===== src/verilog/rv_insn_pkg.sv =====
package rv_insn_pkg;

  // Major opcodes that differ only in bit 3
  localparam logic [6:0] OPC_OP_IMM    = 7'b0010011;
  localparam logic [6:0] OPC_OP_IMM_32 = 7'b0011011;

  localparam logic [2:0] F3_ADD     = 3'b000;
  localparam logic [2:0] F3_SLL     = 3'b001;
  localparam logic [2:0] F3_SLT     = 3'b010;
  localparam logic [2:0] F3_SLTU    = 3'b011;
  localparam logic [2:0] F3_XOR     = 3'b100;
  localparam logic [2:0] F3_SRL_SRA = 3'b101;
  localparam logic [2:0] F3_OR      = 3'b110;
  localparam logic [2:0] F3_AND     = 3'b111;

  // Upper shift field in bits 31:26
  localparam logic [5:0] F6_SRL = 6'b000000;
  localparam logic [5:0] F6_SRA = 6'b010000;

  typedef struct packed {
    logic [11:0] imm12;
    logic [4:0]  rs1;
    logic [2:0]  funct3;
    logic [4:0]  rd;
    logic [6:0]  opcode;
  } insn_itype_t;

  typedef struct packed {
    logic [5:0] funct6;
    logic [5:0] shamt6;  // Top bit is insn bit 25
    logic [4:0] rs1;
    logic [2:0] funct3;
    logic [4:0] rd;
    logic [6:0] opcode;
  } insn_shift_t;

  typedef union packed {
    insn_itype_t itype;
    insn_shift_t shift;
  } insn_word_u;

  typedef enum logic [3:0] {
    OP_NONE,
    OP_ADD,
    OP_SLT,
    OP_SLTU,
    OP_XOR,
    OP_OR,
    OP_AND,
    OP_SLL,
    OP_SRL,
    OP_SRA
  } opimm_op_e;

endpackage


===== src/verilog/core_ctl_pkg.sv =====
package core_ctl_pkg;

  typedef enum logic [1:0] {
    PH_OPERAND  = 2'd0,  // Immediate select or trap entry
    PH_READ     = 2'd1,  // Source read, low half fetch
    PH_EXEC     = 2'd2,  // ALU and writeback
    PH_FETCH_HI = 2'd3   // High half fetch, PC advance
  } phase_e;

  typedef struct packed {
    logic adr_npc;
    logic adr_npc_plus2;
    logic size_2;
    logic vpa;
    logic we;
    logic irl_dat;
    logic irh_dat;
    logic ir_dat_irl;
    logic cpc_npc;
    logic npc_npc_plus4;
  } fetch_ctl_t;

  typedef struct packed {
    logic adr_mtvec;
    logic npc_mtvec;
    logic mepc_npc;
    logic mepc_cpc;
    logic mpie_mie;
    logic mie_0;
    logic mcause_we;
  } trap_ctl_t;

  typedef struct packed {
    logic sum_en;
    logic and_en;
    logic xor_en;
    logic invb_en;
    logic lsh_en;
    logic rsh_en;
    logic ltu_en;
    logic lts_en;
    logic cflag_1;
    logic sx32_en;
  } alu_ctl_t;

  typedef struct packed {
    logic       alub_imm6i;
    logic       alub_imm12;
    logic       ra_ir1;
    logic       ra_ird;
    logic       alua_rf;
    logic       rf_alu;
    logic [3:0] rmask;
  } reg_ctl_t;

endpackage


===== src/verilog/opimm_field_decoder.sv =====
`timescale 1ns/1ns

module opimm_field_decoder #(
  parameter bit RV64 = 1'b1
) (
  input  rv_insn_pkg::insn_word_u insn_i,
  output rv_insn_pkg::opimm_op_e  op_o,
  output logic                    word_form_o,
  output logic                    defined_o
);
  import rv_insn_pkg::*;

  opimm_op_e op_raw;
  logic      word_form;
  logic      opc_ok;
  logic      form_ok;
  logic      is_shift;
  logic      shamt_ok;

  assign word_form = insn_i.itype.opcode[3];
  assign opc_ok    = (insn_i.itype.opcode == OPC_OP_IMM) ||
                     (insn_i.itype.opcode == OPC_OP_IMM_32);
  assign form_ok   = !word_form || RV64;  // No word forms on RV32

  assign is_shift  = (insn_i.itype.funct3 == F3_SLL) ||
                     (insn_i.itype.funct3 == F3_SRL_SRA);

  // Bit 25 only legal for full width shifts on RV64
  assign shamt_ok  = !is_shift || !insn_i.shift.shamt6[5] || (RV64 && !word_form);

  always_comb begin
    op_raw = OP_NONE;
    case (insn_i.itype.funct3)
      F3_ADD:  op_raw = OP_ADD;
      F3_SLT:  op_raw = OP_SLT;
      F3_SLTU: op_raw = OP_SLTU;
      F3_XOR:  op_raw = OP_XOR;
      F3_OR:   op_raw = OP_OR;
      F3_AND:  op_raw = OP_AND;
      F3_SLL: begin
        if (insn_i.shift.funct6 == F6_SRL) begin
          op_raw = OP_SLL;
        end
      end
      F3_SRL_SRA: begin
        case (insn_i.shift.funct6)
          F6_SRL:  op_raw = OP_SRL;
          F6_SRA:  op_raw = OP_SRA;
          default: op_raw = OP_NONE;  // Bad funct6
        endcase
      end
    endcase
  end

  assign defined_o   = opc_ok && form_ok && shamt_ok && (op_raw != OP_NONE);
  assign op_o        = defined_o ? op_raw : OP_NONE;
  assign word_form_o = word_form;

endmodule


===== src/verilog/opimm_sequencer.sv =====
`timescale 1ns/1ns

module opimm_sequencer (
  input  logic                    clk_i,
  input  logic                    reset_i,
  input  logic                    defined_i,
  input  logic                    trap_i,
  input  logic                    ack_i,
  output core_ctl_pkg::phase_e     phase_o,
  output core_ctl_pkg::fetch_ctl_t fetch_ctl_o,
  output core_ctl_pkg::trap_ctl_t  trap_ctl_o
);
  import core_ctl_pkg::*;

  phase_e phase_q;
  logic   s0;
  logic   s1;
  logic   s2;
  logic   s3;
  logic   trap_entry;

  // One instruction every four cycles
  always_ff @(posedge clk_i) begin
    if (reset_i) begin
      phase_q <= PH_OPERAND;
    end else begin
      phase_q <= phase_e'(phase_q + 2'd1);
    end
  end

  assign phase_o = phase_q;

  assign s0 = (phase_q == PH_OPERAND);
  assign s1 = (phase_q == PH_READ);
  assign s2 = (phase_q == PH_EXEC);
  assign s3 = (phase_q == PH_FETCH_HI);

  // Trap on an undefined word or on a pending trap
  assign trap_entry = !defined_i || trap_i;

  always_comb begin
    fetch_ctl_o.adr_npc       = s1 || (s0 && !trap_entry);
    fetch_ctl_o.adr_npc_plus2 = s2 || s3;
    fetch_ctl_o.size_2        = 1'b1;  // Always halfword bus
    fetch_ctl_o.vpa           = 1'b1;
    fetch_ctl_o.we            = 1'b0;
    fetch_ctl_o.irl_dat       = s1 && ack_i;
    fetch_ctl_o.irh_dat       = s3 && ack_i;
    fetch_ctl_o.ir_dat_irl    = s3 && ack_i;
    fetch_ctl_o.cpc_npc       = s3 && ack_i;
    fetch_ctl_o.npc_npc_plus4 = s3 && ack_i;
  end

  always_comb begin
    trap_ctl_o.adr_mtvec = s0 && trap_entry;
    trap_ctl_o.npc_mtvec = s0 && trap_entry;
    trap_ctl_o.mepc_npc  = s0 && trap_i && defined_i;  // Resume after this insn
    trap_ctl_o.mepc_cpc  = s0 && !defined_i;           // Faulting insn itself
    trap_ctl_o.mpie_mie  = s0 && trap_entry;
    trap_ctl_o.mie_0     = s0 && trap_entry;
    trap_ctl_o.mcause_we = s0 && trap_entry;
  end

  property p_phase_step;
    @(posedge clk_i) disable iff (reset_i)
      !$past(reset_i) |-> (phase_q == phase_e'($past(phase_q) + 2'd1));
  endproperty
  a_phase_step: assert property (p_phase_step)
    else $error("phase did not advance by one");

  property p_trap_phase0;
    @(posedge clk_i) disable iff (reset_i)
      (phase_q != PH_OPERAND) |-> (trap_ctl_o == '0);
  endproperty
  a_trap_phase0: assert property (p_trap_phase0)
    else $error("trap strobe outside phase 0");

endmodule


===== src/verilog/alu_op_decoder.sv =====
`timescale 1ns/1ns

module alu_op_decoder (
  input  rv_insn_pkg::opimm_op_e   op_i,
  input  logic                     word_form_i,
  input  core_ctl_pkg::phase_e     phase_i,
  output core_ctl_pkg::alu_ctl_t   alu_ctl_o,
  output core_ctl_pkg::reg_ctl_t   reg_ctl_o
);
  import rv_insn_pkg::*;
  import core_ctl_pkg::*;

  alu_ctl_t en;
  logic     valid;
  logic     is_shift;
  logic     s0;
  logic     s1;
  logic     s2;

  assign s0 = (phase_i == PH_OPERAND);
  assign s1 = (phase_i == PH_READ);
  assign s2 = (phase_i == PH_EXEC);

  assign valid    = (op_i != OP_NONE);
  assign is_shift = (op_i == OP_SLL) || (op_i == OP_SRL) || (op_i == OP_SRA);

  // Enables per operation before phase qualification
  always_comb begin
    en = '0;
    case (op_i)
      OP_ADD: en.sum_en = 1'b1;
      OP_SLT: begin
        en.invb_en = 1'b1;
        en.lts_en  = 1'b1;
        en.cflag_1 = 1'b1;  // a + ~b + 1
      end
      OP_SLTU: begin
        en.invb_en = 1'b1;
        en.ltu_en  = 1'b1;
        en.cflag_1 = 1'b1;
      end
      OP_XOR: en.xor_en = 1'b1;
      OP_OR: begin
        en.and_en = 1'b1;  // OR built as AND plus XOR
        en.xor_en = 1'b1;
      end
      OP_AND: en.and_en = 1'b1;
      OP_SLL: en.lsh_en = 1'b1;
      OP_SRL: en.rsh_en = 1'b1;
      OP_SRA: begin
        en.rsh_en  = 1'b1;
        en.cflag_1 = 1'b1;  // Sign fill
      end
      default: en = '0;
    endcase
    en.sx32_en = word_form_i;
  end

  assign alu_ctl_o = (valid && s2) ? en : '0;

  always_comb begin
    reg_ctl_o.alub_imm6i = valid && s0 && is_shift;
    reg_ctl_o.alub_imm12 = valid && s0 && !is_shift;
    reg_ctl_o.ra_ir1     = valid && s1;
    reg_ctl_o.ra_ird     = valid && s2;
    reg_ctl_o.alua_rf    = valid && s2;
    reg_ctl_o.rf_alu     = valid && s2;
    reg_ctl_o.rmask      = {4{valid && s2}};
  end

  always_comb begin
    assert (!(alu_ctl_o.lsh_en && alu_ctl_o.rsh_en))
      else $error("left and right shift enabled together");
  end

endmodule


===== src/verilog/opimm_decode_unit.sv =====
`timescale 1ns/1ns

module opimm_decode_unit #(
  parameter bit RV64 = 1'b1
) (
  input  logic                     clk_i,
  input  logic                     reset_i,
  input  rv_insn_pkg::insn_word_u  ir_i,
  input  logic                     trap_i,
  input  logic                     ack_i,
  output core_ctl_pkg::phase_e     phase_o,
  output logic                     defined_o,
  output core_ctl_pkg::fetch_ctl_t fetch_ctl_o,
  output core_ctl_pkg::trap_ctl_t  trap_ctl_o,
  output core_ctl_pkg::alu_ctl_t   alu_ctl_o,
  output core_ctl_pkg::reg_ctl_t   reg_ctl_o
);
  import rv_insn_pkg::*;

  opimm_op_e op;
  logic      word_form;

  opimm_field_decoder #(
    .RV64(RV64)
  ) u_field_dec (
    .insn_i     (ir_i),
    .op_o       (op),
    .word_form_o(word_form),
    .defined_o  (defined_o)
  );

  opimm_sequencer u_seq (
    .clk_i      (clk_i),
    .reset_i    (reset_i),
    .defined_i  (defined_o),
    .trap_i     (trap_i),
    .ack_i      (ack_i),
    .phase_o    (phase_o),
    .fetch_ctl_o(fetch_ctl_o),
    .trap_ctl_o (trap_ctl_o)
  );

  alu_op_decoder u_alu_dec (
    .op_i       (op),
    .word_form_i(word_form),
    .phase_i    (phase_o),
    .alu_ctl_o  (alu_ctl_o),
    .reg_ctl_o  (reg_ctl_o)
  );

endmodule


===== config.mk =====
export PLATFORM = sky130hd
export DESIGN_NAME = opimm_decode_unit
export DESIGN_NICKNAME = d
export VERILOG_FILES = /design/src/verilog/rv_insn_pkg.sv /design/src/verilog/core_ctl_pkg.sv /design/src/verilog/opimm_field_decoder.sv /design/src/verilog/opimm_sequencer.sv /design/src/verilog/alu_op_decoder.sv /design/src/verilog/opimm_decode_unit.sv
export SDC_FILE = /design/constraint.sdc
export NUM_CORES = 1
export LEC_CHECK = 0
export ABC_CLOCK_PERIOD_IN_PS = 3150
export BUFFER_PORTS_ARGS = -buffer_cell sky130_fd_sc_hd__buf_2
export CAP_MARGIN = 20
export CELL_PAD_IN_SITES_DETAIL_PLACEMENT = 1
export CELL_PAD_IN_SITES_GLOBAL_PLACEMENT = 2
export CORE_ASPECT_RATIO = 1.25
export CORE_MARGIN = 3
export CORE_UTILIZATION = 14
export DETAILED_ROUTE_END_ITERATION = 6
export HOLD_SLACK_MARGIN = 0.02
export PLACE_DENSITY_LB_ADDON = 0.1
export SYNTH_ARGS = -nofsm -noshare
export SYNTH_HDL_FRONTEND = slang
export SYNTH_SLANG_ARGS = --single-unit

===== constraint.sdc =====
create_clock -name clk_i -period 3.15 [get_ports clk_i]
set_clock_uncertainty 0.1 [all_clocks]
set_input_delay 0.4725 -clock clk_i [delete_from_list [all_inputs] [get_ports clk_i]]
set_output_delay 0.4725 -clock clk_i [all_outputs]
set_load 0.05 [all_outputs]

# Yosys cells after proc, flatten, opt, wreduce, memory -nomap -nowiden
# Cells that the tools add are included.
# op_classes
reduce_logical	39
addsub	1
n_mux	14
eq_ne	22
# op_table
cell	n
$pmux W4 S8	1
$eq A4 B3 Y1 const B	4
$eq A7 B5 Y1 const B	2
$logic_and A1 B1 Y1	14
$eq A3 B3 Y1 const B	4
$mux W10	1
$logic_or A1 B1 Y1	9
$mux W1	9
$eq A4 B2 Y1 const B	2
$eq A4 B4 Y1 const B	2
$pmux W4 S2	1
$reduce_bool A4 Y1	2
$reduce_or A2 Y1	4
$eq A3 B2 Y1 const B	2
$eq A6 B5 Y1 const B	1
$logic_not A1 Y1	6
$logic_not A6 Y1	1
$eq A2 B2 Y1 const B	2
$eq A4 B1 Y1 const B	1
$mux W4	1
$eq A3 B1 Y1 const B	1
$logic_not A3 Y1	1
$mux W3	1
$reduce_or A3 Y1	1
other kinds (3)	3
# word_totals
inputBits	36
ff_bits	2

# Logic depth before layout (Yosys ltp)
# logic_depth
depth_word	13
ltp_mapped	4
depth_no_buf	4

# Cells and area by module
# From an unflattened synthesis, not the netlist that was laid out.
# unflattened
hier_cells	88
area_unflattened_um2	633.1
# modules_own_cells
mod	seq_area_each_um2	area_each_um2	n_inst	cells_per_inst
opimm_sequencer	40.0	244.0	1	31
alu_op_decoder	0.0	234.0	1	34
opimm_field_decoder	0.0	155.1	1	23

# Worst setup path after synthesis
# OpenSTA, ideal clock, no wires.
# synth_path
kind	register to output
start	reg u_seq.phase_q[1], in the netlist u_seq.phase_o[1]
end	out reg_ctl_o[1] (netlist name)
slack_ns	-0.318
path_buffers	1
stages_incl_launch_ff	4
arrival_time_ns	2.896
t_required_ns	2.577
cell_sequence	dfxtp_1 > ha_1 > nor3b_1 > buf_4
# synth_lines
element	line	rtl
from (decl)	opimm_sequencer.sv:15	phase_e phase_q;
from (signal assigned)	opimm_sequencer.sv:27	phase_q <= phase_e'(phase_q + 2'd1);
to (decl)	opimm_decode_unit.sv:16	output core_ctl_pkg::reg_ctl_t reg_ctl_o

==> reports/metrics.cfg <==
[grt]
grtUsageMet3_pct = 2.49
antenna_found_initial = 0
grt_pass1_vias = 655
grtUsageTotal_pct = 7.63
use_met1_pct = 7.98
top_usage_layer = met2
grt_max_degree = 11
use_met2_pct = 14.4
gr-total-overflow = 0
grt_pass1_wl_mm = 3.07

[worst_setup_path]
cpMostUsedCell = buf_2
path_max_fanout = 8
slowest_delay_ns = 0.36
required_ns = 2.58
critPathKind = in -> out
crit_path_end_kind = output pin
startpoint_type = input pin
crit_path_cell_trace = buf_2 -> nor3_4 -> a41oi_4 -> nor3b_2 -> buf_2
worst_ep_arrival_time_ns = 1.75
crit_slowest_cell = nor3b_2

[synthesis]
syn-cell-area_um2 = 566
synth_edf_count = 0
synthFlopType = dfxtp_1
synth_area_per_cell_um2 = 7.64
netlist_instances = 74
yosysUniqueCellTypes = 28
yosysWarnings = 0
yosysSeqAreaShare_pct = 7.08
async_flop_share_pct = 0
synth-seq-cells = 2

[clock_network]
clk_latency_ns = 0.21
cts_tree = yes
post_cts_resized = 0
cts_buffers = 3
root_buffer = clkbuf_8
clk_path_buf_depth = 2
clkTransAtPathRegs_ns = 0.03
h-tree-depth = 1
postCtsSetupBuffers = 0
cts_sinks = 2
holdBufCountCts = 0

[layout]
largest_reg_flops = 2
layout_common_cells = 57 x buf_2, 9 x nor3_1, 7 x inv_1
syn_to_final_growth_pct = 50.0
final_common_cell = buf_2
fin_cells = 173
fin_nets = 161
drive_gt1_share_pct = 60.5
num_antenna_cells = 0

[timing]
finalWorstSetupSlack_ns = 0.828
final.period_utilization_pct = 73.7
final_max_slew_viol_count = 0
fin_setup_tns_ns = 0
setup_violations = 0
rsz0062_at_grt = no
timing.final.hold_violations = 0
period_needed_ns = 2.32
fmax_mhz = 431

[pwr]
combPwrFrac_pct = 53.1
p_total_uw = 275
p_leak_nw = 0.469
p_per_area_mw_per_mm2 = 325
pwr-share-clk_pct = 35.8
p_switching_uw = 130
ir_drop_mv = 0.202
power.internal_uw = 145
pwr-share-seq_pct = 11.1
power_switching_share_pct = 47.2

[placed_design]
gp_congestion = 0.649
post-place-ws_ns = 0.804
post-place-cells = 170
hpwl_mm = 1.66
port_buffers = 57

[detailed_routing]
routedWlPerCell_um = 11.0
drt-initial-drc-count = 11
dr.pass1.iters = 3
antenna_left = 0
drc = 0
routed_wl_mm = 1.91
viasPerCell = 3.69
vias = 639

[die]
start_util_pct = 14.7
die_area_mm2 = 0.00484
io_pins = 76
rows = 25
die_y_um = 77.1
die_w_um = 62.8
core_area_mm2 = 0.00385

[status]
outcome = completed

[job]
drv_cap = 0

[worst_hold_path]
hold_path_class = in -> reg

## layer usage
layer,vias to the layer above,share of wire (%)
met2,31,53
met3,2,9.4
met4,0,0.52
met5,-,0
met1,279,37
li1,327,-
## metrics by stage
| step | hold WS (ns) | utilization, % | area [µm²] |
|---|---|---|---|
| 3_3_place_gp | 0.376 | 21.0 | 807 |
| 3_5_place_dp | 0.389 | 21.0 | 807 |
| 2_1_floorplan | 0.439 | - | 574 |
| 5_1_grt | 0.343 | 22.0 | 848 |
| 6_report | 0.331 | 22.0 | 848 |
| 4_1_cts | 0.329 | 22.0 | 848 |
## cell families after synthesis
group                      Yosys count  share of synthesized area [%]
and+or+nand+nor                     37                           42.7
adders and majority gates            4                           8.85
AOI/OAI and AO/OA                    6                           14.2
other                                2                           1.33
buffers and inverters               23                           25.9
DFF                                  2                           7.08
## power by group through the flow
stage / registers (mW) / logic [mW] / clock network (mW)
final: 0.0307 / 0.146 / 0.0985
after global routing: 0.0313 / 0.156 / 0.106
after CTS: 0.0308 / 0.149 / 0.102
after detailed placement: 0.0311 / 0.147 / 0
after global placement: 0.0311 / 0.147 / 0
after floorplan: 0.0387 / 0.113 / 0
## final cells by class
class,instances,area [µm²]
well taps,54,67.6
clock buffers,3,41.3
inverters,7,26.3
flip-flops and latches,2,40.0
fillers,491,3000
multi-input cells,50,388
repair buffers,57,285
## worst max-delay path, delay by kind of cell
family / cells / cell delay (ns)
AOI/OAI and AO/OA: 1 / 0.22
buffers and inverters: 2 / 0.44
and+or+nand+nor: 2 / 0.61
## Yosys cell counts, types with 2 or more instances
library cell	instances	share of area [%]
dfxtp_1	2	7.1
buf_4	16	21
conb_1	2	1.3
nor4_2	2	4.4
inv_1	7	4.6
nor2b_1	2	2.2
nor3_1	9	8.0
nor2_1	4	2.7
ha_1	4	8.8
nand2b_1	2	2.2
nand2_1	5	3.3
and2_1	3	3.3
## path summary, 6_finish.rpt
| path | from | end | slack [ns] | cells past startpoint |
|---|---|---|---|---|
| worst min-delay path | reset_i | u_seq.phase_o[0] | 0.33 | 2 |
| worst max register to register | u_seq.phase_o[0] | u_seq.phase_o[1] | 2.04 | 3 |
| worst max-delay path | ir_i[27] | reg_ctl_o[0] | 0.83 | 5 |
| worst min register to register | u_seq.phase_o[0] | u_seq.phase_o[0] | 0.39 | 1 |
No activity file was read; power rests on OpenSTA's default activity.
